`config.mk`:
```
export PLATFORM = sky130hd
export DESIGN_NAME = nib_sequencer
export DESIGN_NICKNAME = d
export VERILOG_FILES = /design/src/hw/nib_regs_pkg.sv /design/src/hw/nib_bus_pkg.sv /design/src/hw/nib_sequencer.sv
export SDC_FILE = /design/constraint.sdc
export NUM_CORES = 1
export LEC_CHECK = 0
export BUFFER_PORTS_ARGS = -buffer_cell sky130_fd_sc_hd__buf_2
export CORE_MARGIN = 2
export CORE_UTILIZATION = 34
export CTS_CLUSTER_DIAMETER = 30
export CTS_CLUSTER_SIZE = 20
export DETAILED_ROUTE_END_ITERATION = 8
export PLACE_DENSITY_LB_ADDON = 0.1
export SLEW_MARGIN = 20
export SYNTH_ARGS = -nofsm -noshare
export SYNTH_HDL_FRONTEND = slang
export SYNTH_SLANG_ARGS = --single-unit
```
`constraint.sdc`:
```
create_clock -name clk -period 2.7 [get_ports clk]
set_clock_uncertainty 0.05 [all_clocks]
set_input_delay 0.405 -clock clk [delete_from_list [all_inputs] [get_ports clk]]
set_output_delay 0.405 -clock clk [all_outputs]
set_load 0.005 [all_outputs]
```
`src/hw/nib_regs_pkg.sv`:
```
package nib_regs_pkg;

  localparam int NIBBLE_W = 4;

  // Bus endpoints, numbered so registers fill codes 0 to 11.
  typedef enum logic [3:0] {
    REG_A,
    REG_B,
    REG_TEMPA,
    REG_TEMPB,
    REG_XL,
    REG_XH,
    REG_XP,
    REG_YL,
    REG_YH,
    REG_YP,
    REG_SPL,
    REG_SPH,
    REG_IMM,
    REG_ALU,
    REG_MEM,
    REG_NONE
  } reg_type;

  typedef enum logic [2:0] {
    ALU_ADD,
    ALU_SUB,
    ALU_AND,
    ALU_OR,
    ALU_XOR,
    ALU_INC
  } alu_op_type;

  typedef struct packed {
    reg_type               source;
    reg_type               destination;
    logic [NIBBLE_W-1:0]   immed;
    alu_op_type            alu_op;
    logic                  spare;
  } micro_instr_t;

  typedef enum logic [1:0] {
    CYCLE_NONE,
    CYCLE_REG_FETCH,
    CYCLE_REG_WRITE
  } cycle_type;

endpackage

```
`src/hw/nib_bus_pkg.sv`:
```
package nib_bus_pkg;

  // Host port, a micro-instruction on writes and a register select on reads.
  typedef struct packed {
    logic                  cyc;
    logic                  stb;
    logic                  we;
    nib_regs_pkg::reg_type adr;
    logic [15:0]           dat;
  } host_req_t;

  typedef struct packed {
    logic                                ack;
    logic [nib_regs_pkg::NIBBLE_W-1:0]   dat;
  } host_rsp_t;

  // Data RAM port, always addressed by X.
  typedef struct packed {
    logic                                cyc;
    logic                                stb;
    logic                                we;
    logic [11:0]                         adr;
    logic [nib_regs_pkg::NIBBLE_W-1:0]   dat;
  } mem_req_t;

  typedef struct packed {
    logic                                ack;
    logic [nib_regs_pkg::NIBBLE_W-1:0]   dat;
  } mem_rsp_t;

endpackage

```
`src/hw/nib_sequencer.sv`:
```
`timescale 1ns/1ps

module nib_sequencer (
  input  logic                              clk,
  input  logic                              rst,
  input  nib_bus_pkg::host_req_t            host_req,
  output nib_bus_pkg::host_rsp_t            host_rsp,
  output nib_bus_pkg::mem_req_t             mem_req,
  input  nib_bus_pkg::mem_rsp_t             mem_rsp,
  output nib_regs_pkg::cycle_type           cycle,
  output nib_regs_pkg::reg_type             source,
  output nib_regs_pkg::reg_type             destination,
  output logic [nib_regs_pkg::NIBBLE_W-1:0] immed,
  output nib_regs_pkg::alu_op_type          op,
  output logic                              alu_advance,
  output logic [nib_regs_pkg::NIBBLE_W-1:0] mem_data,
  input  logic [nib_regs_pkg::NIBBLE_W-1:0] read_data,
  input  logic [nib_regs_pkg::NIBBLE_W-1:0] bus,
  input  logic [11:0]                       x
);

  nib_regs_pkg::micro_instr_t              incoming;
  nib_regs_pkg::micro_instr_t              instr;
  logic                                    host_sel;
  logic                                    read_ack;
  logic [nib_regs_pkg::NIBBLE_W-1:0]       read_q;
  logic                                    mem_stb;
  logic                                    mem_we;

  assign incoming = host_req.dat;
  assign host_sel = host_req.cyc && host_req.stb;

  always_ff @(posedge clk) begin
    if (rst) begin
      cycle    <= nib_regs_pkg::CYCLE_NONE;
      read_ack <= 1'b0;
      mem_stb  <= 1'b0;
      mem_we   <= 1'b0;
    end else begin
      read_ack <= 1'b0;
      case (cycle)
        nib_regs_pkg::CYCLE_NONE: begin
          // The !read_ack term keeps a finishing read from being taken twice.
          if (host_sel && !read_ack) begin
            if (host_req.we) begin
              cycle   <= nib_regs_pkg::CYCLE_REG_FETCH;
              mem_stb <= (incoming.source == nib_regs_pkg::REG_MEM) ||
                         (incoming.destination == nib_regs_pkg::REG_MEM);
              mem_we  <= (incoming.source != nib_regs_pkg::REG_MEM);
            end else begin
              read_ack <= 1'b1;
            end
          end
        end
        nib_regs_pkg::CYCLE_REG_FETCH: begin
          // Stay in FETCH until the RAM answers.
          if (!mem_stb) begin
            cycle <= nib_regs_pkg::CYCLE_REG_WRITE;
          end else if (mem_rsp.ack) begin
            mem_stb <= 1'b0;
            cycle   <= nib_regs_pkg::CYCLE_REG_WRITE;
          end
        end
        default: cycle <= nib_regs_pkg::CYCLE_NONE;
      endcase
    end
  end

  always_ff @(posedge clk) begin
    if (cycle == nib_regs_pkg::CYCLE_NONE && host_sel && host_req.we) begin
      instr <= incoming;
    end
    if (cycle == nib_regs_pkg::CYCLE_NONE && host_sel && !host_req.we) begin
      read_q <= read_data;
    end
    if (mem_stb && mem_rsp.ack) begin
      mem_data <= mem_rsp.dat;
    end
  end

  assign source      = instr.source;
  assign destination = instr.destination;
  assign immed       = instr.immed;
  assign op          = instr.alu_op;

  // Carry moves only when an arithmetic result is written somewhere.
  assign alu_advance = (cycle == nib_regs_pkg::CYCLE_REG_WRITE) &&
                       (instr.source == nib_regs_pkg::REG_ALU) &&
                       (instr.alu_op inside {nib_regs_pkg::ALU_ADD,
                                             nib_regs_pkg::ALU_SUB,
                                             nib_regs_pkg::ALU_INC});

  assign host_rsp.ack = read_ack || (cycle == nib_regs_pkg::CYCLE_REG_WRITE);
  assign host_rsp.dat = read_q;

  assign mem_req.cyc = mem_stb;
  assign mem_req.stb = mem_stb;
  assign mem_req.we  = mem_we;
  assign mem_req.adr = x;
  assign mem_req.dat = bus;

endmodule

```
## Word level (Yosys, flattened, before mapping)

Cells that the tools add are included.

| storage, ports and cells | value |
|---|---|
| register bits after elaboration | 28 |
| bits in latches | 0 |
| memory bits (writable) | 0 |
| bits in read-only memories | 0 |
| input bits | 50 |
| output and inout bits | 46 |
| word-level logic and storage cells | 54 |
| memories kept | 0 |

| cells by class | value |
|---|---|
| $add $sub $neg | 0 |
| $mul | 0 |
| div/mod/pow operators | 0 |
| order comparisons | 0 |
| eq/ne operators | 11 |
| shift operators | 0 |
| multiplexer cells | 11 |
| bitwise logic cells | 2 |
| reduce and logical (&&, ||, !) cells | 20 |

Operators by type and width:

| cell | number |
|---|---|
| $eq 4x4->1 const B | 3 |
| $reduce_and 3->1 | 3 |
| $logic_and 1x1->1 | 8 |
| $mux 2 | 4 |
| $mux 1 | 5 |
| $ne 2x2->1 const B | 2 |
| $ne 4x4->1 const B | 1 |
| $pmux 2 s2 | 1 |
| $eq 3x1->1 const B | 1 |
| $eq 3x3->1 const B | 1 |
| $logic_not 3->1 | 1 |
| $ne 3x3->1 const B | 1 |
| $reduce_bool 3->1 | 1 |
| $reduce_or 3->1 | 1 |
| $eq 2x1->1 const B | 1 |
| $eq 2x2->1 const B | 1 |
| $logic_not 1->1 | 2 |
| $logic_not 2->1 | 1 |
| $logic_or 1x1->1 | 2 |
| $not 1->1 | 2 |
| $pmux 1 s2 | 1 |
| $reduce_bool 2->1 | 1 |

## Longest topological paths before layout

| depth | value |
|---|---|
| depth in word-level cells | 5 |
| mapped depth | 4 |
| depth with buffers taken out | 4 |

## Worst setup path after synthesis

OpenSTA, ideal clock, no wires.

| timing | value |
|---|---|
| path kind | input to register |
| from | input host_req[22] in the netlist's numbering |
| to | register instr (netlist bit destination[0]) (enable) |
| library setup time | 0.431 ns |
| data arrival time | 2.159 ns |
| data required time | 2.219 ns |
| slack | 0.060 ns |
| stages on the path | 2 |
| buffers on the path | 0 |
| cell sequence | nand2_1 > nor4b_1 |

| on the way | value |
|---|---|
| word-level cells in the longest chain between the ends | 3 |

Ends and longest elaborated chain:

| item | RTL line | source |
|---|---|---|
| start: declaration | nib_sequencer.sv:6 | `input nib_bus_pkg::host_req_t host_req,` |
| $logic_and 1x1->1 | nib_sequencer.sv:31 | `assign host_sel = host_req.cyc && host_req.stb;` |
| $logic_and 1x1->1 (2 in a row) | nib_sequencer.sv:70 | `if (cycle == nib_regs_pkg::CYCLE_NONE && host_sel && host_req.we) begin` |
| end signal: assignment | nib_sequencer.sv:71 | `instr <= incoming;` |
| end: declaration | nib_sequencer.sv:23 | `nib_regs_pkg::micro_instr_t instr;` |

No other way between the ends.
A chain may end at the register's enable or synchronous reset.

## Final worst setup path

| timing | value |
|---|---|
| from | register cycle[1] |
| to | output alu_advance |

| on the way | value |
|---|---|
| word-level cells in the longest chain between the ends | 3 |

Ends and longest elaborated chain:

| item | RTL line | source |
|---|---|---|
| start: declaration | nib_sequencer.sv:10 | `output nib_regs_pkg::cycle_type cycle,` |
| start signal: assignment | nib_sequencer.sv:35 | `cycle <= nib_regs_pkg::CYCLE_NONE;` |
| start signal: assignment | nib_sequencer.sv:46 | `cycle <= nib_regs_pkg::CYCLE_REG_FETCH;` |
| start signal: assignment | nib_sequencer.sv:58 | `cycle <= nib_regs_pkg::CYCLE_REG_WRITE;` |
| $eq 2x2->1 | nib_sequencer.sv:87 | `assign alu_advance = (cycle == nib_regs_pkg::CYCLE_REG_WRITE) &&` |
| $logic_and 1x1->1 | nib_sequencer.sv:87 |  |
| $logic_and 1x1->1 | nib_sequencer.sv:88 | `(instr.source == nib_regs_pkg::REG_ALU) &&` |
| end: declaration | nib_sequencer.sv:15 | `output logic alu_advance,` |

No other way between the ends.

==> parameters.txt <==
Parameter                              Value

Status
  Run status    finished clean

Cells and area
  Final layout net count    169
  Layout cell share with drive strength beyond 1    59.32%
  Area overhead of the layout relative to synthesis    21.28%
  Count of antenna diodes in the layout    0
  Final std cells w/o fill    162
  Cell area after layout    1376 sq um

Detailed routing
  Post-route antenna net violation count    0
  Number of remaining DRC errors    0
  Pre-antenna DRT Iters    2
  Mean routed wirelength per cell    11.76 um
  Wire length reported by the detailed router    1905 um
  Via density    4.247
  Vias after detailed routing    688
  Iteration-0 DRC count of the detailed router    13

Die
  Die outline width    61.78 um
  Area of the die    3816 sq um
  Total I/O pin count    96
  Cell Rows    20
  Core area    3103 sq um
  Initial standard-cell utilization of the core    36.57%
  Die Height    61.78 um

Synth
  Area fraction in compound gates after synthesis    3.418%
  Post-synthesis cell type count    26
  Largest family of logic cells by synthesized area    buffers and inverters
  Post-synthesis xor/xnor area fraction    0%
  Cell with the most instances after synthesis    edfxtp_1
  Adder-Cell Fraction of Synth Area    0%
  Share of synthesized registers carrying an async set or reset    0%
  Cells taking the most area after synthesis    edfxtp_1 61%, buf_4 13%, dfxtp_1 8.8%, nand4b_1 2.3%, nor3b_2 1.1%
  Netlist area before placement    1135 sq um
  Warnings from Yosys    0
  Mean area per synthesized cell    15.13 sq um
  Post-Synth Simple-Gate Area    11.80%
  Commonest register cell after synthesis    edfxtp_1
  Count of flip-flops with a built-in enable after synthesis    23
  Share of synthesized area spent on multiplexers    0.8820%
  Syn Inst Count    75
  Net count of the mapped netlist    125
  Cell accounting for the most synthesized area    edfxtp_1
  Commonest cells in the netlist    23 x edfxtp_1, 19 x buf_4, 5 x dfxtp_1
  Sequential fraction of the synthesis area    69.68%
  Proportion of netlist area held by the largest area contributor    60.86%
  Register bit total from synthesis    28

Worst hold path
  Hold WC Path Type    in -> reg
  Worst hold path stage count    1

Global routing
  Wire length of the first global-routing pass    2559 um
  Largest net degree at the start of global routing    16
  Via count of the first global-routing pass    619
  Antenna violations before repair    0
  Global router's overall resource usage    9.607%
  Remaining Overflow, GRT    0

Setup path
  Worst-path maximum fanout    9
  Reg-to-reg slack, setup    1.29 ns
  Startpoint type of the worst setup path    flip-flop
  Signal arrival time at the worst endpoint    1.58 ns
  Kind of critical path    reg -> out
  Element type at the critical path end    primary output
  Logic depth of the worst register-to-register path    1
  CP Data Required Time    2.25 ns

Power and ir drop
  Switching power of the nets    140.0 uW
  Total Power    729.0 uW
  Worst IR drop on VDD    0.1605 mV
  Static Leak    0.5785 nW
  Internal Dissipation    589.1 uW
  Switching share of power    19.20%
  Share of power burned in the clock network    26.8%
  Ratio of total power to cell area    529.7 nW/um^2
  Relative contribution of combinational cells to total power    6.9%
  Sequential power share    66.4%

Placed design
  Routability cong.    0.6795
  Post-Place Cell Area    1340 sq um
  Post-placement cell count    158
  Half-perimeter wire length after placement    1507 um
  Count of input and output buffers    58

Clocking
  Post-cts repair resize count    0
  Clock transition at the registers of the reported paths    0.14 ns
  H-Tree Level Count    1
  # hold bufs at CTS    0
  Clock insertion delay at the later pin of the skew report    0.31 ns
  Cell at the root of the clock tree    clkbuf_4
  CTS max path bufs    2
  Total CTS buffers    3
  Number of buffers inserted by post-CTS setup repair    0
  Number of sinks handled by clock tree synthesis    28
  Clock tree from TritonCTS    built

STA
  Relative slew slack    63.54%
  Max-slew violation total from the final report    0
  Post-layout min period    2.039 ns
  Unrepaired setup endpoints after global routing    false
  Ratio of final minimum period to clock period    75.52%
  Transition time of the tightest slew-check pin    0.5424 ns
  Final-report setup violation count    0
  Total Negative Setup Slacks    0 ns
  Count of endpoints failing hold in the final timing report    0
  Maximum clock rate    490.4 MHz

Run
  Max-cap violations    0
cells in the final DEF (no fill, tap or decap), drive strengths merged, types with 2 or more instances in the layout:
cell,n
clkbuf,4
nor3b,2
a21oi,2
edfxtp,23
inv,2
nand2,2
nor4,2
o21ai,2
buf,59
dfxtp,5
nor3,2
nand4b,3
per-layer routing:
| metal | track usage (%) | wire length [um] | up-vias |
|---|---|---|---|
| met5 | 0 | 0 | - |
| met3 | 2.899 | 202 | 8 |
| met1 | 10.90 | 732 | 306 |
| met2 | 15.04 | 920 | 32 |
| met4 | 7.599 | 50 | 0 |
| li1 | - | - | 342 |
flip-flops by register name (all words and copies together) (netlist names):
| register | count |
|---|---|
| destination | 4 |
| mem_stb | 1 |
| mem_data | 4 |
| read_q | 4 |
| cycle | 2 |
| mem_we | 1 |
| source | 4 |
| op | 3 |
| immed | 4 |
| read_ack | 1 |
logic make-up (layout without fill, tap and decap cells):
| kind of cell | after synthesis | count (layout) |
|---|---|---|
| AND/OR/NAND/NOR | 18 | 18 |
| buffers and inverters | 22 | 65 |
| multiplexers | 1 | 1 |
| AO/OA/AOI/OAI | 6 | 6 |
| flip-flops | 28 | 28 |
final cells by class:
cell class              instances  area [sq um]
multi-input cells              25         188.9
well taps                      44         55.05
inverters                       2         7.507
fillers                       315          1727
clock buffers                   4         36.28
flip-flops and latches         28         790.8
repair buffers                 59         297.8
path summary, 6_finish.rpt:
| kind | start | endpoint |
|---|---|---|
| hold / removal | mem_rsp[3] | mem_data[3]$_DFFE_PP_ |
| setup / recovery | cycle[1]$_SDFFE_PP0P_ | alu_advance |
| hold reg to reg | read_ack$_SDFF_PP0_ | read_ack$_SDFF_PP0_ |
| setup reg to reg | cycle[1]$_SDFFE_PP0P_ | read_q[1]$_DFFE_PP_ |
power by group through the flow:
| stage | Clock [mW] | Sequential, mW | Combinational [mW] |
|---|---|---|---|
| after CTS | 0.205 | 0.484 | 0.0512 |
| after floorplan | 0 | 0.495 | 0.0348 |
| after detailed placement | 0 | 0.494 | 0.0510 |
| after global placement | 0 | 0.493 | 0.0501 |
| final | 0.195 | 0.484 | 0.0500 |
| after global routing | 0.221 | 0.485 | 0.0558 |
metrics by stage:
| stage | hold slack (ns) | worst slack (ns) | utilization [%] |
|---|---|---|---|
| 3_3_place_gp | 0.3746 | 1.026 | 43.19 |
| 2_1_floorplan | 0.3596 | 0.05978 | - |
| 4_1_cts | 0.1937 | 0.6290 | 44.35 |
| 6_report | 0.2042 | 0.6609 | 44.35 |
| 5_1_grt | 0.1682 | 0.5193 | 44.35 |
| 3_5_place_dp | 0.3825 | 1.005 | 43.19 |
worst max-delay path, stage by stage, from the launching register on:
cell and delay [ns]:
dfxtp_1 0.57, nor4bb_1 0.30, o21ai_1 0.11, nor3_1 0.16, buf_2 0.13
Note: power is estimated with default switching activity, not from simulation.
