File: config.mk
export PLATFORM = sky130hd
export DESIGN_NAME = nib_regs
export DESIGN_NICKNAME = d
export VERILOG_FILES = /design/src/hw/nib_regs_pkg.sv /design/src/hw/nib_regs.sv
export SDC_FILE = /design/constraint.sdc
export NUM_CORES = 1
export LEC_CHECK = 0
export ABC_AREA = 1
export BUFFER_PORTS_ARGS = -buffer_cell sky130_fd_sc_hd__buf_4
export CORE_UTILIZATION = 48
export CTS_CLUSTER_SIZE = 20
export DETAILED_ROUTE_END_ITERATION = 10
export GPL_TIMING_DRIVEN = 1
export PLACE_DENSITY = 0.81
export SLEW_MARGIN = 25
export SYNTH_ARGS = -nofsm -noshare
export SYNTH_HDL_FRONTEND = slang
export SYNTH_SLANG_ARGS = --single-unit
export TNS_END_PERCENT = 20
File: constraint.sdc
create_clock -name clk -period 1.1 [get_ports clk]
set_input_delay 0.055 -clock clk [delete_from_list [all_inputs] [get_ports clk]]
set_output_delay 0.055 -clock clk [all_outputs]
set_load 0.01 [all_outputs]
File: src/hw/nib_regs_pkg.sv
package nib_regs_pkg;

  localparam int NIBBLE_W = 4;

  // Bus endpoints, numbered so registers fill codes 0 to 11.
  typedef enum logic [3:0] {
    REG_A,
    REG_B,
    REG_TEMPA,
    REG_TEMPB,
    REG_XL,
    REG_XH,
    REG_XP,
    REG_YL,
    REG_YH,
    REG_YP,
    REG_SPL,
    REG_SPH,
    REG_IMM,
    REG_ALU,
    REG_MEM,
    REG_NONE
  } reg_type;

  typedef enum logic [2:0] {
    ALU_ADD,
    ALU_SUB,
    ALU_AND,
    ALU_OR,
    ALU_XOR,
    ALU_INC
  } alu_op_type;

  typedef struct packed {
    reg_type               source;
    reg_type               destination;
    logic [NIBBLE_W-1:0]   immed;
    alu_op_type            alu_op;
    logic                  spare;
  } micro_instr_t;

  typedef enum logic [1:0] {
    CYCLE_NONE,
    CYCLE_REG_FETCH,
    CYCLE_REG_WRITE
  } cycle_type;

endpackage

File: src/hw/nib_regs.sv
`timescale 1ns/1ps

module nib_regs (
  input  logic                              clk,
  input  logic                              rst,
  input  nib_regs_pkg::cycle_type           cycle,
  input  nib_regs_pkg::reg_type             source,
  input  nib_regs_pkg::reg_type             destination,
  input  logic [nib_regs_pkg::NIBBLE_W-1:0] immed,
  input  logic [nib_regs_pkg::NIBBLE_W-1:0] alu_result,
  input  logic [nib_regs_pkg::NIBBLE_W-1:0] mem_data,
  input  nib_regs_pkg::reg_type             read_sel,
  output logic [nib_regs_pkg::NIBBLE_W-1:0] bus,
  output logic [nib_regs_pkg::NIBBLE_W-1:0] temp_a,
  output logic [nib_regs_pkg::NIBBLE_W-1:0] temp_b,
  output logic [11:0]                       x,
  output logic [nib_regs_pkg::NIBBLE_W-1:0] read_data
);

  localparam int NUM_NIBBLES = 12;

  // One nibble per register code: A, B, TEMPA, TEMPB, X, Y, SP.
  logic [NUM_NIBBLES-1:0][nib_regs_pkg::NIBBLE_W-1:0] file;

  logic write_en;

  assign write_en = (cycle == nib_regs_pkg::CYCLE_REG_WRITE) &&
                    (destination < nib_regs_pkg::REG_IMM);

  // Bus source select.
  always_comb begin
    case (source)
      nib_regs_pkg::REG_IMM:  bus = immed;
      nib_regs_pkg::REG_ALU:  bus = alu_result;
      nib_regs_pkg::REG_MEM:  bus = mem_data;
      nib_regs_pkg::REG_NONE: bus = '0;
      default:                bus = file[source];
    endcase
  end

  // Host readback, non-register endpoints read as zero except the ALU.
  always_comb begin
    case (read_sel)
      nib_regs_pkg::REG_ALU:  read_data = alu_result;
      nib_regs_pkg::REG_IMM,
      nib_regs_pkg::REG_MEM,
      nib_regs_pkg::REG_NONE: read_data = '0;
      default:                read_data = file[read_sel];
    endcase
  end

  // Destination takes the bus on the edge that ends WRITE.
  always_ff @(posedge clk) begin
    if (rst) begin
      file <= '0;
    end else if (write_en) begin
      file[destination] <= bus;
    end
  end

  assign temp_a = file[nib_regs_pkg::REG_TEMPA];
  assign temp_b = file[nib_regs_pkg::REG_TEMPB];

  assign x = {file[nib_regs_pkg::REG_XP],
              file[nib_regs_pkg::REG_XH],
              file[nib_regs_pkg::REG_XL]};

endmodule

# Word level (Yosys, flattened, before mapping)
# Cells that the tools add are included.
# totals
ff_bits,48
out_inout_bits,28
wordCells,38
# op_classes
magnitude_cmp,5
reduce_logical,3
eq_ne,9
n_mux,9
# op_table
op,n
48-bit bitwise mux,1
4-bit binary-select mux with 4-bit select,2
"4-bit equality test, second input constant",8
4-bit demux with 4-bit select,1
4-bit case mux with 4 select lines,1
"4-bit by 5-bit less-than comparator with 1-bit output, second input constant",3
4-bit 2-to-1 mux,3
4-bit case mux with 2 select lines,1
"4-bit by 1-bit >= comparator with 1-bit output, second input constant",1
"4-bit less-than comparator, second input constant",1
3-bit OR reduction,1
"2-bit equality test, second input constant",1
1-bit logical AND,2

# Longest topological paths before layout
# Gate-level depths: netlist of the first run.
# depth
word_depth,5
mapped_depth,12
ltp_nobuf,10

# Least setup slack after synthesis of the first run
# Ideal clock, no wire load.
# synth_timing
kind,in2reg
start,input source[2]
end,register file[0] (netlist bit)
stages,9
n_path_buf,2
setup_time_ps,109
required_ps,991
t_arrival_ps,1024
setup_slack_ps,-33
path_cell_list,clkbuf_1 > inv_2 > a21oi_1 > nand3_1 > nand3_2 > buf_4 > nand3_1 > nand2_1 > inv_1
# synth_between
elab_chain_cells,4
word_cells_on_any_way,8
cone_classes,eq/ne (4); mux (4)
# synth_rtl
element,line,text
start: declaration,nib_regs.sv:7,"input nib_regs_pkg::reg_type source,"
4-bit binary-select mux with 4-bit select,nib_regs.sv:37,default: bus = file[source];
4-bit 2-to-1 mux (not written as such),nib_regs.sv:37,
4-bit case mux with 4 select lines (*),nib_regs.sv:32,case (source)
48-bit bitwise mux (*),nib_regs.sv:57,file[destination] <= bus;
end signal: indexed assignment,nib_regs.sv:57,
end: declaration,nib_regs.sv:23,logic [NUM_NIBBLES-1:0][nib_regs_pkg::NIBBLE_W-1:0] file;
# Every way passes the cells marked *; elsewhere a longest branch is shown, timed or not. The select of a mux whose other input is x is not followed.
# A chain may end at the register's enable or synchronous reset.

# Worst setup path in the final report of the first run
# layout_timing
start,register file (netlist bit temp_b[3])
end,output read_data[3] (netlist bit)
# layout_between
elab_chain_cells,3
# layout_rtl
element,line,text
4-bit binary-select mux with 4-bit select,nib_regs.sv:48,default: read_data = file[read_sel];
4-bit 2-to-1 mux (not written as such),nib_regs.sv:48,
4-bit case mux with 2 select lines,nib_regs.sv:43,case (read_sel)
end: declaration,nib_regs.sv:17,output logic [nib_regs_pkg::NIBBLE_W-1:0] read_data
# Every way passes these cells. The select of a mux whose other input is x is not followed.

==> results of run 1 <==
worst min-delay path by stage:
stage | to | cells after the start | startpoint | slack (ps)
floorplan | read_data[0] | 2 | alu_result[0] | 260
global placement | read_data[2] | 4 | alu_result[2] | 440
detailed placement | read_data[3] | 4 | alu_result[3] | 440
CTS | file[44]$_SDFFE_PP0P_ | 4 | rst | 140
global route | x[3]$_SDFFE_PP0P_ | 4 | rst | 150
finish | file[46]$_SDFFE_PP0P_ | 4 | rst | 140
cell usage after synthesis, drive strengths merged:
| library cell | number | area [µm²] |
|---|---|---|
| a21oi | 69 | 345 |
| nand3 | 109 | 586 |
| o2111ai | 2 | 17.5 |
| clkbuf | 12 | 45.0 |
| o211ai | 2 | 15.0 |
| nor2 | 33 | 134 |
| inv | 123 | 462 |
| clkinv | 1 | 3.75 |
| nand4 | 3 | 18.8 |
| nand2 | 128 | 480 |
| buf | 34 | 248 |
| dfxtp | 48 | 961 |
| o21ai | 20 | 100 |
worst register-to-register path, cell delays in order, from the launching register on:
cell     delay, ps
dfxtp_2        340
inv_2           60
nand2_2         50
nand3_2         70
nand4_1        120
nand3_2        130
buf_6          130
buf_4          110
buf_6          110
nand3_1         60
nand2_1         60
inv_1           30
state kept, by name (all words and copies together) (netlist names):
name	flops
temp_a	4
x	12
file	28
temp_b	4
repair_timing:
action / 4_1_cts / 5_1_grt
resized for setup: 114 / 58
setup buffers: 19 / 5
setup endpoints to repair: 56 / 56
pin swaps: 35 / 29
cloned: 0 / 0
cells by family after synthesis:
| group | synth area share |
|---|---|
| buf+inv | 0.222 |
| simple gates | 0.357 |
| flops | 0.281 |
| compound gates | 0.140 |
power groups by stage:
stage | clock [mW] | sequential (mW) | combinational, mW
5_1_grt | 1.26 | 1.77 | 1.21
4_1_cts | 1.19 | 1.77 | 1.03
2_1_floorplan | 0 | 1.80 | 0.435
6_report | 1.19 | 1.77 | 1.15
3_5_place_dp | 0 | 1.81 | 0.849
3_3_place_gp | 0 | 1.81 | 0.841
cell type report:
| type | instances | area (µm²) |
|---|---|---|
| multi-input combinational | 366 | 2120 |
| clock inverter | 2 | 13.8 |
| clock buffer | 6 | 82.6 |
| tap | 96 | 120 |
| fill | 481 | 1520 |
| sequential | 48 | 990 |
| timing repair buffer | 172 | 1520 |
| inverter | 124 | 465 |
routing by layer:
metal / routed length (µm) / vias up
met5: 0 / -
met4: 654 / 0
met3: 1310 / 70
li1: - / 2079
met2: 6330 / 310
met1: 5050 / 2058
metrics by stage:
step | utilization | hold slack (ps) | setup TNS [ps] | cells
after global routing | 0.778 | 150 | -14660 | 814
after CTS | 0.744 | 136 | -9050 | 809
final | 0.778 | 142 | -11790 | 814
after detailed placement | 0.654 | 441 | -10110 | 782
after floorplan | - | 260 | 0 | 584
after global placement | 0.654 | 443 | -9260 | 782
==> results.tsv, run 1 <==
metric	value	unit
status	finished, violations left	
failed_checks	negative setup slack	
floorplan.rows	30	
max_slew.worst_pin.slew	532	ps
residual_drc_count	0	
worst_ep_required_time	1040	ps
final_hold_viol_count	0	
final.min_clock_period	1510	ps
crit_cells	8	
avgViaCountPerCell	5.55	
buffer_type_at_the_clock_tree_root	clkbuf_8	
crit_path_end	read_data[3]	
synth.net_count	612	
grt_util_all_layers	0.355	
peakVddDrop	0.530	mV
final_common_cell	buf_4	
routed_wire_length_per_instance	16.4	µm
placement.cell_area	4470	µm²
clock_tree.htree_level_count	2	
timing.setup.critical_path_class	flop to output pin	
num_vias	4517	
grt_max_degree	24	
drt.antenna.violating_nets	0	
share_of_layout_cells_above_drive_strength_1	0.442	
io_buffer_count	55	
total_power	4.10	mW
crit_buf_inv	2	
setup_viol_count_final	56	
route.final.wire_length	13300	µm
clkPwrFrac	0.289	
worst-path-max-fanout	2	
clock_tree_from_tritoncts	yes	
syn_area	3420	µm²
cts_buffer_depth	2	
cts_made_buffers	5	
grt.overflow.total	0	
post_synthesis_sequential_area_ratio	0.281	
clk_pin_slew_worst_paths	100	ps
rsz_0062_raised_after_global_routing	true	
cp_cell_sequence	buf_6, o21ai_2, nand2_1, nand2_1, nand3_1, nand2_1, nand3_2, buf_6	
p_seq_frac	0.431	
holdBufCountCts	0	
floorplan.die.height	86.4	µm
max-cap-violations	0	
timing.clock.skew	8.32	ps
core-area	6830	µm²
use_met3	0.0600	
leakage	2.72	nW
fin_ws	-408	ps
final_max_slew_viol_count	0	
internal_power	2.78	mW
timing.final.crit_share	1.37	
worst_ep_arrival_time	1450	ps
final_cell_area	5310	µm²
grt_most_used_layer	met2	
powerDensity	772	nW/µm²
drt-pass1-iter-count	6	
switching_share	0.322	
critical_path.startpoint_type	flop	
place_worst_setup_slack	-263	ps
grt_pass1_vias	4137	
antenna-diode-count	0	
synthesis.instances	584	
clock_sink_count	48	
grt.met2_usage	0.585	
syn_to_final_growth	55.6	%
netSwitchingPower	1.32	mW
synth.ff_latch_count	48	
synth_warnings	0	
synth.distinct_cells	20	
gp_congestion	0.965	
dieArea	7460	µm²
grt_use_met1	0.444	
critical_path.max_stage_delay	350	ps
worst-r2r-setup-slack	-260	ps
ioPinCount	56	
most-common-layout-cells	buf_4, nand2_1, inv_1	
power.share.combinational	0.280	
setup.worst_path.end_class	output pin	
floorplan.initialDensity	0.500	
rr_worst_depth	11	
grt_first_pass_wirelength	20400	µm
antenna_found_initial	0	
place.detailed.hpwl	8680	µm
syn_area_per_cell	5.85	µm²
drt_first_iter_violations	459	
final_nets	745	
slew_headroom	0.645	
worstReg2RegStart	file[46]$_SDFFE_PP0P_	
crit_path_top_delay_cell	dfxtp_2	
crit_family	simple AND/OR/NAND/NOR gates	
clock.fmax	663	MHz
min_path_type	primary input to flop	
critPathMostFrequentCell	nand2_1	
die_width	86.4	µm
clock_latency	310	ps
timing.critical_path.from	temp_b[3]$_SDFFE_PP0P_	
r2r-end	temp_a[2]$_SDFFE_PP0P_	
Power figures use the tool's default switching activity.
==> run 2: changes to the inputs <==
--- a/config.mk
+++ b/config.mk
@@ -10,8 +10,8 @@
 export CORE_UTILIZATION = 48
 export CTS_CLUSTER_SIZE = 20
 export DETAILED_ROUTE_END_ITERATION = 10
-export GPL_TIMING_DRIVEN = 1
-export PLACE_DENSITY = 0.81
+export GPL_TIMING_DRIVEN = 0
+export PLACE_DENSITY_LB_ADDON = 0.2
 export SLEW_MARGIN = 25
 export SYNTH_ARGS = -nofsm -noshare
 export SYNTH_HDL_FRONTEND = slang
==> run 2 against run 1 <==
Effect of this change: the run still ends with negative setup slack left; clock-buffer cell count stayed put; register-to-register slack worse by 30 ps; sequential cell count stayed put; worst setup slack better by 46 ps; via count is 6.3% lower; total power is 1.2% lower; combinational power is 14% lower; critical path depth is 2 lower; core utilization is 10 points lower; largest power group unchanged.
==> results.tsv, run 2 (synthesized netlist as in run 1, its figures left out) <==
metric	value	unit
max_slew.worst_pin.slew	726	ps
drt.antenna.violating_nets	0	
clock.fmax	684	MHz
grt_util_all_layers	0.333	
grt_pass1_vias	3845	
drt_first_iter_violations	374	
gp_congestion	0.972	
largest_reg_flops	28	
core-area	6830	µm²
antenna-diode-count	0	
fin_worst_hold_slack	232	ps
worstReg2RegStart	file[3]$_SDFFE_PP0P_	
grt_use_met1	0.420	
grt_max_degree	15	
holdBufCountCts	0	
residual_drc_count	0	
grt.met2_usage	0.522	
timing.critical_path.from	x[0]$_SDFFE_PP0P_	
setup.worst_path.end_class	output pin	
slew_headroom	0.516	
clock_tree_from_tritoncts	yes	
share_of_layout_cells_above_drive_strength_1	0.354	
timing.final.crit_share	1.33	
clock_sink_count	48	
timing.setup.critical_path_class	flop to output pin	
worst_ep_required_time	1040	ps
grt_first_pass_wirelength	18900	µm
buffer_type_at_the_clock_tree_root	clkbuf_8	
critical_path.startpoint_type	flop	
route.final.wire_length	12600	µm
dieArea	7460	µm²
die_width	86.4	µm
use_met3	0.0895	
placement.cell_area	3940	µm²
total_power	4.05	mW
final_cell_area	4620	µm²
antenna_found_initial	0	
status	finished, violations left	
failed_checks	negative setup slack	
postLayoutCoreUtil	0.676	
fin_ws	-362	ps
final_max_slew_viol_count	0	
clock_tree.htree_level_count	2	
worstHoldStart	source[3]	
max_flop_register	file	
peakVddDrop	0.423	mV
setup_viol_count_final	56	
io_buffer_count	54	
clk_pin_slew_worst_paths	90	ps
rsz_0062_raised_after_global_routing	true	
final_nets	699	
cts_buffer_depth	2	
routed_wire_length_per_instance	16.4	µm
max-cap-violations	0	
final_hold_viol_count	0	
timing.clock.skew	6.70	ps
floorplan.die.height	86.4	µm
layout.cells.non_filler	768	
worst_ep_arrival_time	1410	ps
ioPinCount	56	
final.min_clock_period	1460	ps
drt-pass1-iter-count	5	
grt.overflow.total	0	
floorplan.rows	30	
avgViaCountPerCell	5.51	
final_common_cell	nand2_1	
cts_made_buffers	5	
floorplan.initialDensity	0.500	
grt_most_used_layer	met2	
clock_latency	310	ps
num_vias	4231	
syn_to_final_growth	35.2	%
placed_cells_incl_taps	734	
place.detailed.hpwl	7990	µm
fillCellCount	590	
most-common-layout-cells	nand2_1, inv_1, buf_4	
powerDensity	878	nW/µm²
leakage	2.41	nW
min_path_type	primary input to flop	
worst-path-max-fanout	4	
## run 2: cell types whose count changed in the layout (fill, tap and decap cells not counted), sizes merged
cell	delta
buf	-58
inv	-1
clkbuf	+12
bufinv	+1
## run 2: where the power goes
part	total (mW)	internal, mW	switching (mW)
clock	1.30	0.676	0.620
sequential	1.77	1.75	0.0157
combinational	0.989	0.401	0.588
## run 2: routing by layer
layer | vias to the layer above | part of all wire
li1 | 1986 | -
met1 | 1868 | 0.39
met2 | 299 | 0.43
met3 | 78 | 0.13
met4 | 0 | 0.057
met5 | - | 0
## run 2: what timing repair did
action                     CTS  global route
setup buffers               24             2
pin swaps                   20            15
setup endpoints to repair   53            57
resized for setup           92            54
## run 2: worst paths after layout
| check | endpoint | slack (ps) | depth (start not counted) |
|---|---|---|---|
| max | bus[0] | -360 | 6 |
| min | file[47]$_SDFFE_PP0P_ | 230 | 5 |
| max reg2reg | file[35]$_SDFFE_PP0P_ | -290 | 9 |
| min reg2reg | file[46]$_SDFFE_PP0P_ | 560 | 4 |
## run 2: worst max-delay path: stages (launching register included)
cell     delay (ps)
dfxtp_1         360
a21oi_1         190
nand3_2         120
nand3_4         100
buf_6           140
nand2_1          60
buf_4           130
## run 2: final cells by class
cell class / count / area, µm² / share of cell area
multi-input combinational: 366 / 1900 / 0.412
sequential: 48 / 997 / 0.216
timing repair buffer: 80 / 683 / 0.148
inverter: 124 / 465 / 0.101
buffer: 46 / 342 / 0.0740
tap: 96 / 120 / 0.0260
clock buffer: 6 / 72.6 / 0.0157
clock inverter: 2 / 35.0 / 0.00759
## run 2: stage by stage
step	setup WS, ps	setup TNS [ps]
2_1_floorplan	11.7	0
3_3_place_gp	-439	-19590
3_5_place_dp	-446	-20410
4_1_cts	-316	-10210
5_1_grt	-429	-15100
6_report	-362	-12230
