<file path="src/hw/nib_regs_pkg.sv">
package nib_regs_pkg;

  localparam int NIBBLE_W = 4;

  // Bus endpoints, numbered so registers fill codes 0 to 11.
  typedef enum logic [3:0] {
    REG_A,
    REG_B,
    REG_TEMPA,
    REG_TEMPB,
    REG_XL,
    REG_XH,
    REG_XP,
    REG_YL,
    REG_YH,
    REG_YP,
    REG_SPL,
    REG_SPH,
    REG_IMM,
    REG_ALU,
    REG_MEM,
    REG_NONE
  } reg_type;

  typedef enum logic [2:0] {
    ALU_ADD,
    ALU_SUB,
    ALU_AND,
    ALU_OR,
    ALU_XOR,
    ALU_INC
  } alu_op_type;

  typedef struct packed {
    reg_type               source;
    reg_type               destination;
    logic [NIBBLE_W-1:0]   immed;
    alu_op_type            alu_op;
    logic                  spare;
  } micro_instr_t;

  typedef enum logic [1:0] {
    CYCLE_NONE,
    CYCLE_REG_FETCH,
    CYCLE_REG_WRITE
  } cycle_type;

endpackage

</file>
<file path="src/hw/nib_alu.sv">
`timescale 1ns/1ps

module nib_alu (
  input  logic                              clk,
  input  logic                              rst,
  input  logic                              advance,
  input  nib_regs_pkg::alu_op_type          op,
  input  logic [nib_regs_pkg::NIBBLE_W-1:0] a,
  input  logic [nib_regs_pkg::NIBBLE_W-1:0] b,
  output logic [nib_regs_pkg::NIBBLE_W-1:0] result
);

  localparam int W = nib_regs_pkg::NIBBLE_W;

  logic         carry;
  logic [W:0]   sum;

  // Top bit of sum holds carry out, or borrow out for SUB.
  always_comb begin
    case (op)
      nib_regs_pkg::ALU_ADD: sum = {1'b0, a} + {1'b0, b} + {{W{1'b0}}, carry};
      nib_regs_pkg::ALU_SUB: sum = {1'b0, a} - {1'b0, b};
      nib_regs_pkg::ALU_AND: sum = {1'b0, a & b};
      nib_regs_pkg::ALU_OR:  sum = {1'b0, a | b};
      nib_regs_pkg::ALU_XOR: sum = {1'b0, a ^ b};
      nib_regs_pkg::ALU_INC: sum = {1'b0, a} + {{W{1'b0}}, 1'b1};
      default:               sum = '0;
    endcase
  end

  assign result = sum[W-1:0];

  always_ff @(posedge clk) begin
    if (rst) begin
      carry <= 1'b0;
    end else if (advance) begin
      carry <= sum[W];
    end
  end

endmodule

</file>
<file path="config.mk">
export PLATFORM = sky130hd
export DESIGN_NAME = nib_alu
export DESIGN_NICKNAME = d
export VERILOG_FILES = /design/src/hw/nib_regs_pkg.sv /design/src/hw/nib_alu.sv
export SDC_FILE = /design/constraint.sdc
export NUM_CORES = 1
export LEC_CHECK = 0
export BUFFER_PORTS_ARGS = -buffer_cell sky130_fd_sc_hd__buf_2
export CAP_MARGIN = 10
export CORE_MARGIN = 2
export CORE_UTILIZATION = 50
export CTS_CLUSTER_SIZE = 16
export DETAILED_ROUTE_END_ITERATION = 8
export HOLD_SLACK_MARGIN = 0.1
export PLACE_DENSITY = 0.88
export REMOVE_ABC_BUFFERS = 1
export SYNTH_ARGS = -nofsm -noshare
export SYNTH_HDL_FRONTEND = slang
export SYNTH_SLANG_ARGS = --single-unit
</file>
<file path="constraint.sdc">
create_clock -name clk -period 2.1 [get_ports clk]
set_input_delay 0.105 -clock clk [delete_from_list [all_inputs] [get_ports clk]]
set_output_delay 0.105 -clock clk [all_outputs]
set_load 0.01 [all_outputs]
</file>
; ---- After elaboration in Yosys (flattened, before gate mapping)
; Index checks and enable logic that the tools add are counted.
[word_totals]
regBits = 1
output_inout_bits = 4
elab_cells = 15
[op_classes]
n_addsub = 4
n_eq_ne = 5
muxes = 1
bitwise = 3
n_reduce_logical = 1
[ops]
columns = cell, count
row1 = $pmux W5 S6, 1
row2 = $eq A3 B2 Y1 const B, 2
row3 = $eq A3 B3 Y1 const B, 2
row4 = $add A4 B1 Y5 const B, 1
row5 = $add A4 B4 Y5, 1
row6 = $add A5 B1 Y5, 1
row7 = $sub A4 B4 Y5, 1
row8 = $and A4 B4 Y4, 1
row9 = $or A4 B4 Y4, 1
row10 = $xor A4 B4 Y4, 1
row11 = $eq A3 B1 Y1 const B, 1
row12 = $logic_not A3 Y1, 1

; ---- Depth between registers and ports, before layout
; Gate-level depths: netlist of the first run.
[depth]
word_depth = 3
ltp_mapped = 11
ltp_nobuf = 10

; ---- Worst setup path before layout of the first run
; Ideal clock, no wire load.
[synth_timing]
path_type = reg-to-output
startpoint = reg carry
endpoint = out result[1] (netlist bit)
arrival_time_ns = 1.791
setup_slack_ns = 0.204
path_stages_with_launch = 7
n_path_buf = 1
path_cell_list = dfxtp_1 > fa_1 > fa_1 > mux2_2 > a221oi_1 > a21oi_1 > buf_4
[synth_via]
elab_chain_len = 2
[synth_lines]
columns = item, line_no
row1 = "start, declared", nib_alu.sv:15  ; logic carry;
row2 = "start signal, assigned", nib_alu.sv:37  ; carry <= sum[W];
row3 = $add A5 B1 Y5, nib_alu.sv:21  ; nib_regs_pkg::ALU_ADD: sum = {1'b0, a} + {1'b0, b} + {{W{1'b0}}, carry};
row4 = $pmux W5 S6, nib_alu.sv:20  ; case (op)
row5 = "end, declared", nib_alu.sv:10  ; output logic [nib_regs_pkg::NIBBLE_W-1:0] result
; Every way passes these cells.

; ---- Worst setup path in the final report of the first run
[layout_timing]
startpoint = reg carry
endpoint = reg carry
[layout_via]
elab_chain_len = 2
[layout_lines]
columns = item, line_no
row1 = $add A5 B1 Y5, nib_alu.sv:21
row2 = $pmux W5 S6, nib_alu.sv:20
; Every way passes these cells.
; A chain may end at the register's enable or synchronous reset.

==> results of run 1 <==
==> layout by cell type (no fill, tap or decap), types with 2 or more instances in the layout <==
cell type / Yosys / final
a21oi_1: 8 / 7
a221o_1: 2 / 2
a22oi_1: 3 / 3
buf_2: 0 / 17
buf_4: 6 / 4
fa_1: 3 / 3
ha_1: 13 / 13
inv_1: 12 / 12
nand2_1: 2 / 2
nand2b_1: 2 / 2
nor2_1: 12 / 12
nor3_1: 4 / 4
o22ai_1: 2 / 2
xnor2_1: 2 / 2
xor2_1: 3 / 3
==> cell families after synthesis <==
group	synth area share
mux	0.0163
fa+ha+maj	0.322
compound gates	0.233
simple gates	0.174
buf+inv	0.163
xor+xnor	0.0633
flops	0.0289
==> power by group <==
group          switching [mW]  total (mW)  internal (mW)
Clock                       0           0              0
Combinational           0.110       0.200         0.0900
Sequential           0.000831      0.0213         0.0204
==> final timing paths <==
path / end / cells past startpoint / startpoint
max: carry / 6 / carry
min: carry / 3 / rst
max reg2reg: carry / 6 / carry
min reg2reg: carry / 1 / carry
==> metrics by stage <==
| stage | instances | area (um2) | util |
|---|---|---|---|
| 6_report | 119 | 773 | 0.594 |
| 5_1_grt | 119 | 773 | 0.594 |
| 4_1_cts | 119 | 758 | 0.583 |
| 3_5_place_dp | 119 | 758 | 0.583 |
| 3_3_place_gp | 119 | 758 | 0.583 |
| 2_1_floorplan | 83 | 624 | - |
==> final cells by class <==
type                       instances  area, um2  area share
inverter                          12       45.0      0.0583
multi-input combinational         70        574       0.743
sequential                         1       20.0      0.0259
tap                               15       18.8      0.0243
timing repair buffer              21        115       0.149
==> worst min-delay path: stages <==
cell and delay, ns:
buf_2 0.11, nor2_1 0.09, a221o_1 0.14
==> metal layers <==
metal	routed length (um)	vias to the layer above	GRT usage
met1	705	323	0.321
met3	146	5	0.00543
met5	0	-	0
li1	-	341	-
met4	29	0	0.0565
met2	935	51	0.418
==> results.toml, run 1 <==
[logic_synthesis]
synth_cell_types = 30
synth.top_cell.area_share = 0.235
synth.most_common_cell = "ha_1"
netlist_area_um2 = 692
yosys_register_bits = 1
yosys_warnings = 0
avgSynthCellArea_um2 = 7.60
synth_edf_count = 0
yosysTopAreaCell = "ha_1"
async_flop_share = 0
synth_ff_type = "dfxtp_1"
netlist_instances = 91
seq_area_frac_synth = 0.0289
synth_area_leaders = "ha_1 24%, fa_1 8.7%, buf_4 6.5%"
synth_common_cells = "13 x ha_1, 12 x inv_1, 12 x nor2_1"

[cells_and_area]
top_register = "carry"
antennaDiodeCount = 0
fillers = 131
top_regs = "carry x1"
drive_gt1_frac = 0.250
nets = 136
largest_reg_flops = 1
area_growth_pct = 11.8

[die]
initial_utilization = 0.532
die_width_um = 41.2
dieArea_um2 = 1700
die_h_um = 41.2
rows = 13
io_pins = 18
core_um2 = 1300

[routing]
postRouteAntennaNets = 0
vias = 720
drcViolationCount = 0
finalWirelength_um = 1820
drtIter0Drc = 34
wire_per_inst_um = 15.3
vias_per_cell = 6.05
dr.pass1.iters = 4

[sta]
hold_viol = 0
skew_ns = 0
hold_ws_ns = 0.480
rsz0062_at_grt = "no"
finalSetupViolCount = 0
clock.fmax_mhz = 499
finalCriticalPeriod_ns = 2.00
setup_tns_ns = 0
slew_viol_final = 0
worst_pin_slew_ns = 0.340
period_share = 0.953
relSlewSlack = 0.772
setup_ws_ns = 0.0978

[worst_setup_path]
crit_chain = "fa_1 > fa_1 > a21o_2 > a21oi_1 > nor3_1 > a221o_1"
cp-start-kind = "register"
slowest_delay_ns = 0.43
crit_required_ns = 1.98
rrSetupSlack_ns = 0.1
crit_family = "adder cells"
critical_path_class = "reg2reg"
critPathMaxFanout = 2
crit_path_frequent_cell = "fa_1"
crit_path_top_delay_cell = "fa_1"
crit_arrival_ns = 1.88
crit_path_end_kind = "register"
crit_buf_inv = 0

[flow_run]
maxCapViolations = 0

[clock_network]
post_cts_resized = 0
ctsHoldBuffers = 0
insertion_delay_ns = 0
post_cts_buffers = 0
clk_pin_slew_worst_paths_ns = 0

[pwr]
ir_worst_vdd_uv = 158
power.total_mw = 0.221
power_density_nw_per_um2 = 286
leakagePower_nw = 0.414

[place]
dpl.hpwl_um = 1440
gp_congestion = 0.888
pre_cts_slack_ns = 0.0917
port_buffers = 17

[global_routing]
antenna_found_initial = 0
grt_pass1_wl_um = 2760
grt_use_total = 0.239
grt_max_degree = 17
grt_pass1_vias = 643
gr-total-overflow = 0

[run_status]
status = "complete, no violations"

[min_path]
hold_class = "in2reg"
(Power assumes the default switching activity.)
==> inputs of run 2 (changes only) <==
--- a/config.mk
+++ b/config.mk
@@ -8,11 +8,11 @@
 export BUFFER_PORTS_ARGS = -buffer_cell sky130_fd_sc_hd__buf_2
 export CAP_MARGIN = 10
 export CORE_MARGIN = 2
-export CORE_UTILIZATION = 50
+export CORE_UTILIZATION = 52
 export CTS_CLUSTER_SIZE = 16
 export DETAILED_ROUTE_END_ITERATION = 8
 export HOLD_SLACK_MARGIN = 0.1
-export PLACE_DENSITY = 0.88
+export PLACE_DENSITY = 0.91
 export REMOVE_ABC_BUFFERS = 1
 export SYNTH_ARGS = -nofsm -noshare
 export SYNTH_HDL_FRONTEND = slang
==> constraint.sdc (replaced) <==
create_clock -name clk -period 2.2 [get_ports clk]
set_input_delay 0.11 -clock clk [delete_from_list [all_inputs] [get_ports clk]]
set_output_delay 0.11 -clock clk [all_outputs]
set_load 0.01 [all_outputs]
==> results.toml, run 2 (same netlist as run 1, synthesis figures left out) <==
[cells_and_area]
antennaDiodeCount = 0
top_register = "carry"
area_growth_pct = 8.50
drive_gt1_frac = 0.223
ff_latch_area_um2 = 20.0
top_regs = "carry x1"
largest_reg_flops = 1
stdcell_area_um2 = 751
layout_commonest_cell = "buf_2"
nets = 135
finalNonFillerCells = 118
layout.cells.most_common_list = "17 x buf_2, 13 x ha_1, 12 x nor2_1"
multi_input_area_um2 = 559
fillers = 131

[clock_network]
post_cts_resized = 0
clk_pin_slew_worst_paths_ns = 0
ctsHoldBuffers = 0
post_cts_buffers = 0
insertion_delay_ns = 0

[routing]
vias = 699
drcViolationCount = 0
drtIter0Drc = 12
wire_per_inst_um = 13.7
postRouteAntennaNets = 0
dr.pass1.iters = 4
finalWirelength_um = 1610
vias_per_cell = 5.92

[pwr]
ir_worst_vdd_uv = 137
power_density_nw_per_um2 = 267
leakagePower_nw = 0.405

[place]
dpl.hpwl_um = 1300
port_buffers = 17
placed_area_um2 = 751
dp_cells = 118
gp_congestion = 0.824

[worst_setup_path]
crit_buf_inv = 3
critPathMaxFanout = 5
crit_chain = "buf_2 > inv_2 > nand3_1 > nand2_1 > ha_1 > inv_1 > fa_1 > nand2b_1 > a21oi_1 > xor2_1 > a221o_1"
worstRegToRegCells = 6
crit_end = "carry"
crit_family = "adder cells"
rrSetupSlack_ns = 0.25
critical_path_class = "in2reg"
crit_arrival_ns = 1.94
crit_path_top_delay_cell = "fa_1"
reg2reg_from = "carry"
crit_required_ns = 2.08
r2r_end = "carry"
crit_path_end_kind = "register"
cp-start-kind = "input pin"
cp_num_cells = 11
crit_path_start = "op[1]"
slowest_delay_ns = 0.37

[sta]
worst_pin_slew_ns = 0.331
hold_viol = 0
rsz0062_at_grt = "no"
period_share = 0.938
relSlewSlack = 0.778
slew_viol_final = 0
setup_tns_ns = 0
skew_ns = 0
clock.fmax_mhz = 485
finalSetupViolCount = 0
finalCriticalPeriod_ns = 2.06

[die]
io_pins = 18
dieArea_um2 = 1640
die_h_um = 40.5
die_width_um = 40.5
rows = 13
core_um2 = 1270
initial_utilization = 0.545

[global_routing]
gr-total-overflow = 0
antenna_found_initial = 0
grt_max_degree = 17
grt_pass1_wl_um = 2420
grt_use_total = 0.220
grt_pass1_vias = 527

[min_path]
hold_class = "in2reg"

[run_status]
status = "complete, no violations"

[flow_run]
maxCapViolations = 0
run 2: per-layer routing:
layer	GRT usage	vias to the layer above	wire, um
li1	-	340	-
met1	0.277	331	734
met2	0.429	28	772
met3	0.00556	0	108
met4	0	0	0
met5	0	-	0
run 2: worst min-delay path by stage:
| stage | from | endpoint | slack, ns | cells past startpoint |
|---|---|---|---|---|
| floorplan | op[0] | result[1] | 0.30 | 1 |
| global placement | rst | carry | 0.47 | 3 |
| detailed placement | rst | carry | 0.47 | 3 |
| CTS | rst | carry | 0.47 | 3 |
| global route | rst | carry | 0.49 | 3 |
| finish | rst | carry | 0.47 | 3 |
run 2: area by class of cell:
cell class              instances  area share
inverters                      12      0.0600
multi-input cells              70       0.745
flip-flops and latches          1      0.0267
well taps                      15      0.0250
repair buffers                 20       0.143
run 2: power breakdown:
part / total (mW) / internal [mW] / switching, mW
clock network: 0 / 0 / 0
logic: 0.180 / 0.0827 / 0.0974
registers: 0.0203 / 0.0195 / 0.000772
run 2: worst reg2reg max path, stage by stage, from the launching register on:
cell     delay, ns
dfxtp_1       0.30
fa_1          0.41
fa_1          0.41
a21o_2        0.22
a21oi_1       0.16
nor3_1        0.07
a221o_1       0.25
run 2: per-stage QoR:
stage / utilization / hold WS (ns) / worst slack [ns] / total power, mW
global placement: 0.592 / 0.471 / 0.122 / 0.191
global route: 0.592 / 0.494 / 0.00726 / 0.222
floorplan: - / 0.297 / 0.359 / 0.133
finish: 0.592 / 0.466 / 0.137 / 0.200
detailed placement: 0.592 / 0.468 / 0.0719 / 0.198
CTS: 0.592 / 0.471 / 0.0591 / 0.199
==> inputs of run 3 (changes only) <==
--- a/config.mk
+++ b/config.mk
@@ -12,6 +12,7 @@
 export CTS_CLUSTER_SIZE = 16
 export DETAILED_ROUTE_END_ITERATION = 8
 export HOLD_SLACK_MARGIN = 0.1
+export MAX_ROUTING_LAYER = met4
 export PLACE_DENSITY = 0.91
 export REMOVE_ABC_BUFFERS = 1
 export SYNTH_ARGS = -nofsm -noshare
==> results.toml, run 3 (same netlist as run 1, synthesis figures left out) <==
[routing]
vias_per_cell = 5.85
drtIter0Drc = 12
dr.pass1.iters = 4
wire_per_inst_um = 13.6
postRouteAntennaNets = 0
wl_met2_um = 760
vias = 690
route.met3.wl_um = 93
finalWirelength_um = 1600
top_layer = "met3"
wl_met1_um = 749
drcViolationCount = 0

[die]
rows = 13
die_width_um = 40.5
die_h_um = 40.5
initial_utilization = 0.545
io_pins = 18
core_um2 = 1270
dieArea_um2 = 1640

[pwr]
leakagePower_nw = 0.405
power_density_nw_per_um2 = 267
ir_worst_vdd_uv = 136

[worst_setup_path]
crit_required_ns = 2.08
critPathMaxFanout = 5
crit_path_end_kind = "register"
crit_arrival_ns = 1.94
cp-start-kind = "input pin"
critical_path_class = "in2reg"

[cells_and_area]
top_regs = "carry x1"
nets = 135
layout_commonest_cell = "buf_2"
antennaDiodeCount = 0
drive_gt1_frac = 0.223
layout.cells.most_common_list = "17 x buf_2, 13 x ha_1, 12 x nor2_1"
largest_reg_flops = 1
top_register = "carry"
area_growth_pct = 8.50
finish.utilization = 0.592

[flow_run]
maxCapViolations = 0

[clock_network]
insertion_delay_ns = 0
clk_pin_slew_worst_paths_ns = 0
ctsHoldBuffers = 0

[global_routing]
gr-total-overflow = 0
grt_use_total = 0.226
grt_pass1_wl_um = 2420
antenna_found_initial = 0
grt_max_degree = 17
grt_pass1_vias = 529

[sta]
setup_tns_ns = 0
worst_pin_slew_ns = 0.339
finalSetupViolCount = 0
rsz0062_at_grt = "no"
skew_ns = 0
period_share = 0.936
clock.fmax_mhz = 486
relSlewSlack = 0.773
hold_viol = 0
slew_viol_final = 0
finalCriticalPeriod_ns = 2.06

[place]
port_buffers = 17
dpl.hpwl_um = 1300
gp_congestion = 0.837

[run_status]
status = "complete, no violations"

[min_path]
hold_class = "in2reg"
-- run 3: cell counts in the layout (fill, tap and decap cells not counted) --
No cell type changed its count.
-- run 3: final cells by class --
cell class	instances	area, um2
Inverter	12	45.0
Tap cell	15	18.8
Multi-Input combinational cell	70	559
Fill cell	131	518
Sequential cell	1	20.0
Timing Repair Buffer	20	108
-- run 3: per-layer routing --
| metal | GRT usage | vias to the layer above |
|---|---|---|
| met3 | 0.00556 | 0 |
| met4 | 0 | 0 |
| met5 | - | - |
| met1 | 0.277 | 321 |
| li1 | - | 342 |
| met2 | 0.429 | 27 |
-- run 3: final timing paths --
path	slack [ns]	to	startpoint	cells after the start
min	0.47	carry	rst	3
max reg2reg	0.24	carry	carry	6
max	0.14	carry	op[1]	11
min reg2reg	0.52	carry	carry	1
-- run 3: power breakdown --
part | switching (mW) | internal, mW
Combinational | 0.0975 | 0.0827
Sequential | 0.000773 | 0.0195
Clock | 0 | 0
-- run 3: timing repair --
| item | in CTS | in global routing |
|---|---|---|
| gates resized for setup | 0 | 1 |
| setup buffers | 0 | 0 |
| endpoints found under the setup margin | 0 | 1 |
| endpoints found under the hold margin | 0 | 0 |
-- run 3: per-stage QoR --
step / area (um2) / instances / hold slack [ns] / setup slack (ns) / power (mW)
5_1_grt: 751 / 118 / 0.494 / 0.00726 / 0.222
4_1_cts: 751 / 118 / 0.471 / 0.0591 / 0.199
3_5_place_dp: 751 / 118 / 0.468 / 0.0719 / 0.198
6_report: 751 / 118 / 0.466 / 0.141 / 0.201
2_1_floorplan: 624 / 83 / 0.297 / 0.359 / 0.133
3_3_place_gp: 751 / 118 / 0.471 / 0.122 / 0.191
-- run 3: worst max-delay path, stage by stage --
cell and delay [ns]:
buf_2 0.11, inv_2 0.09, nand3_1 0.10, nand2_1 0.10
ha_1 0.19, inv_1 0.06, fa_1 0.37, nand2b_1 0.17
a21oi_1 0.17, xor2_1 0.11, a221o_1 0.35
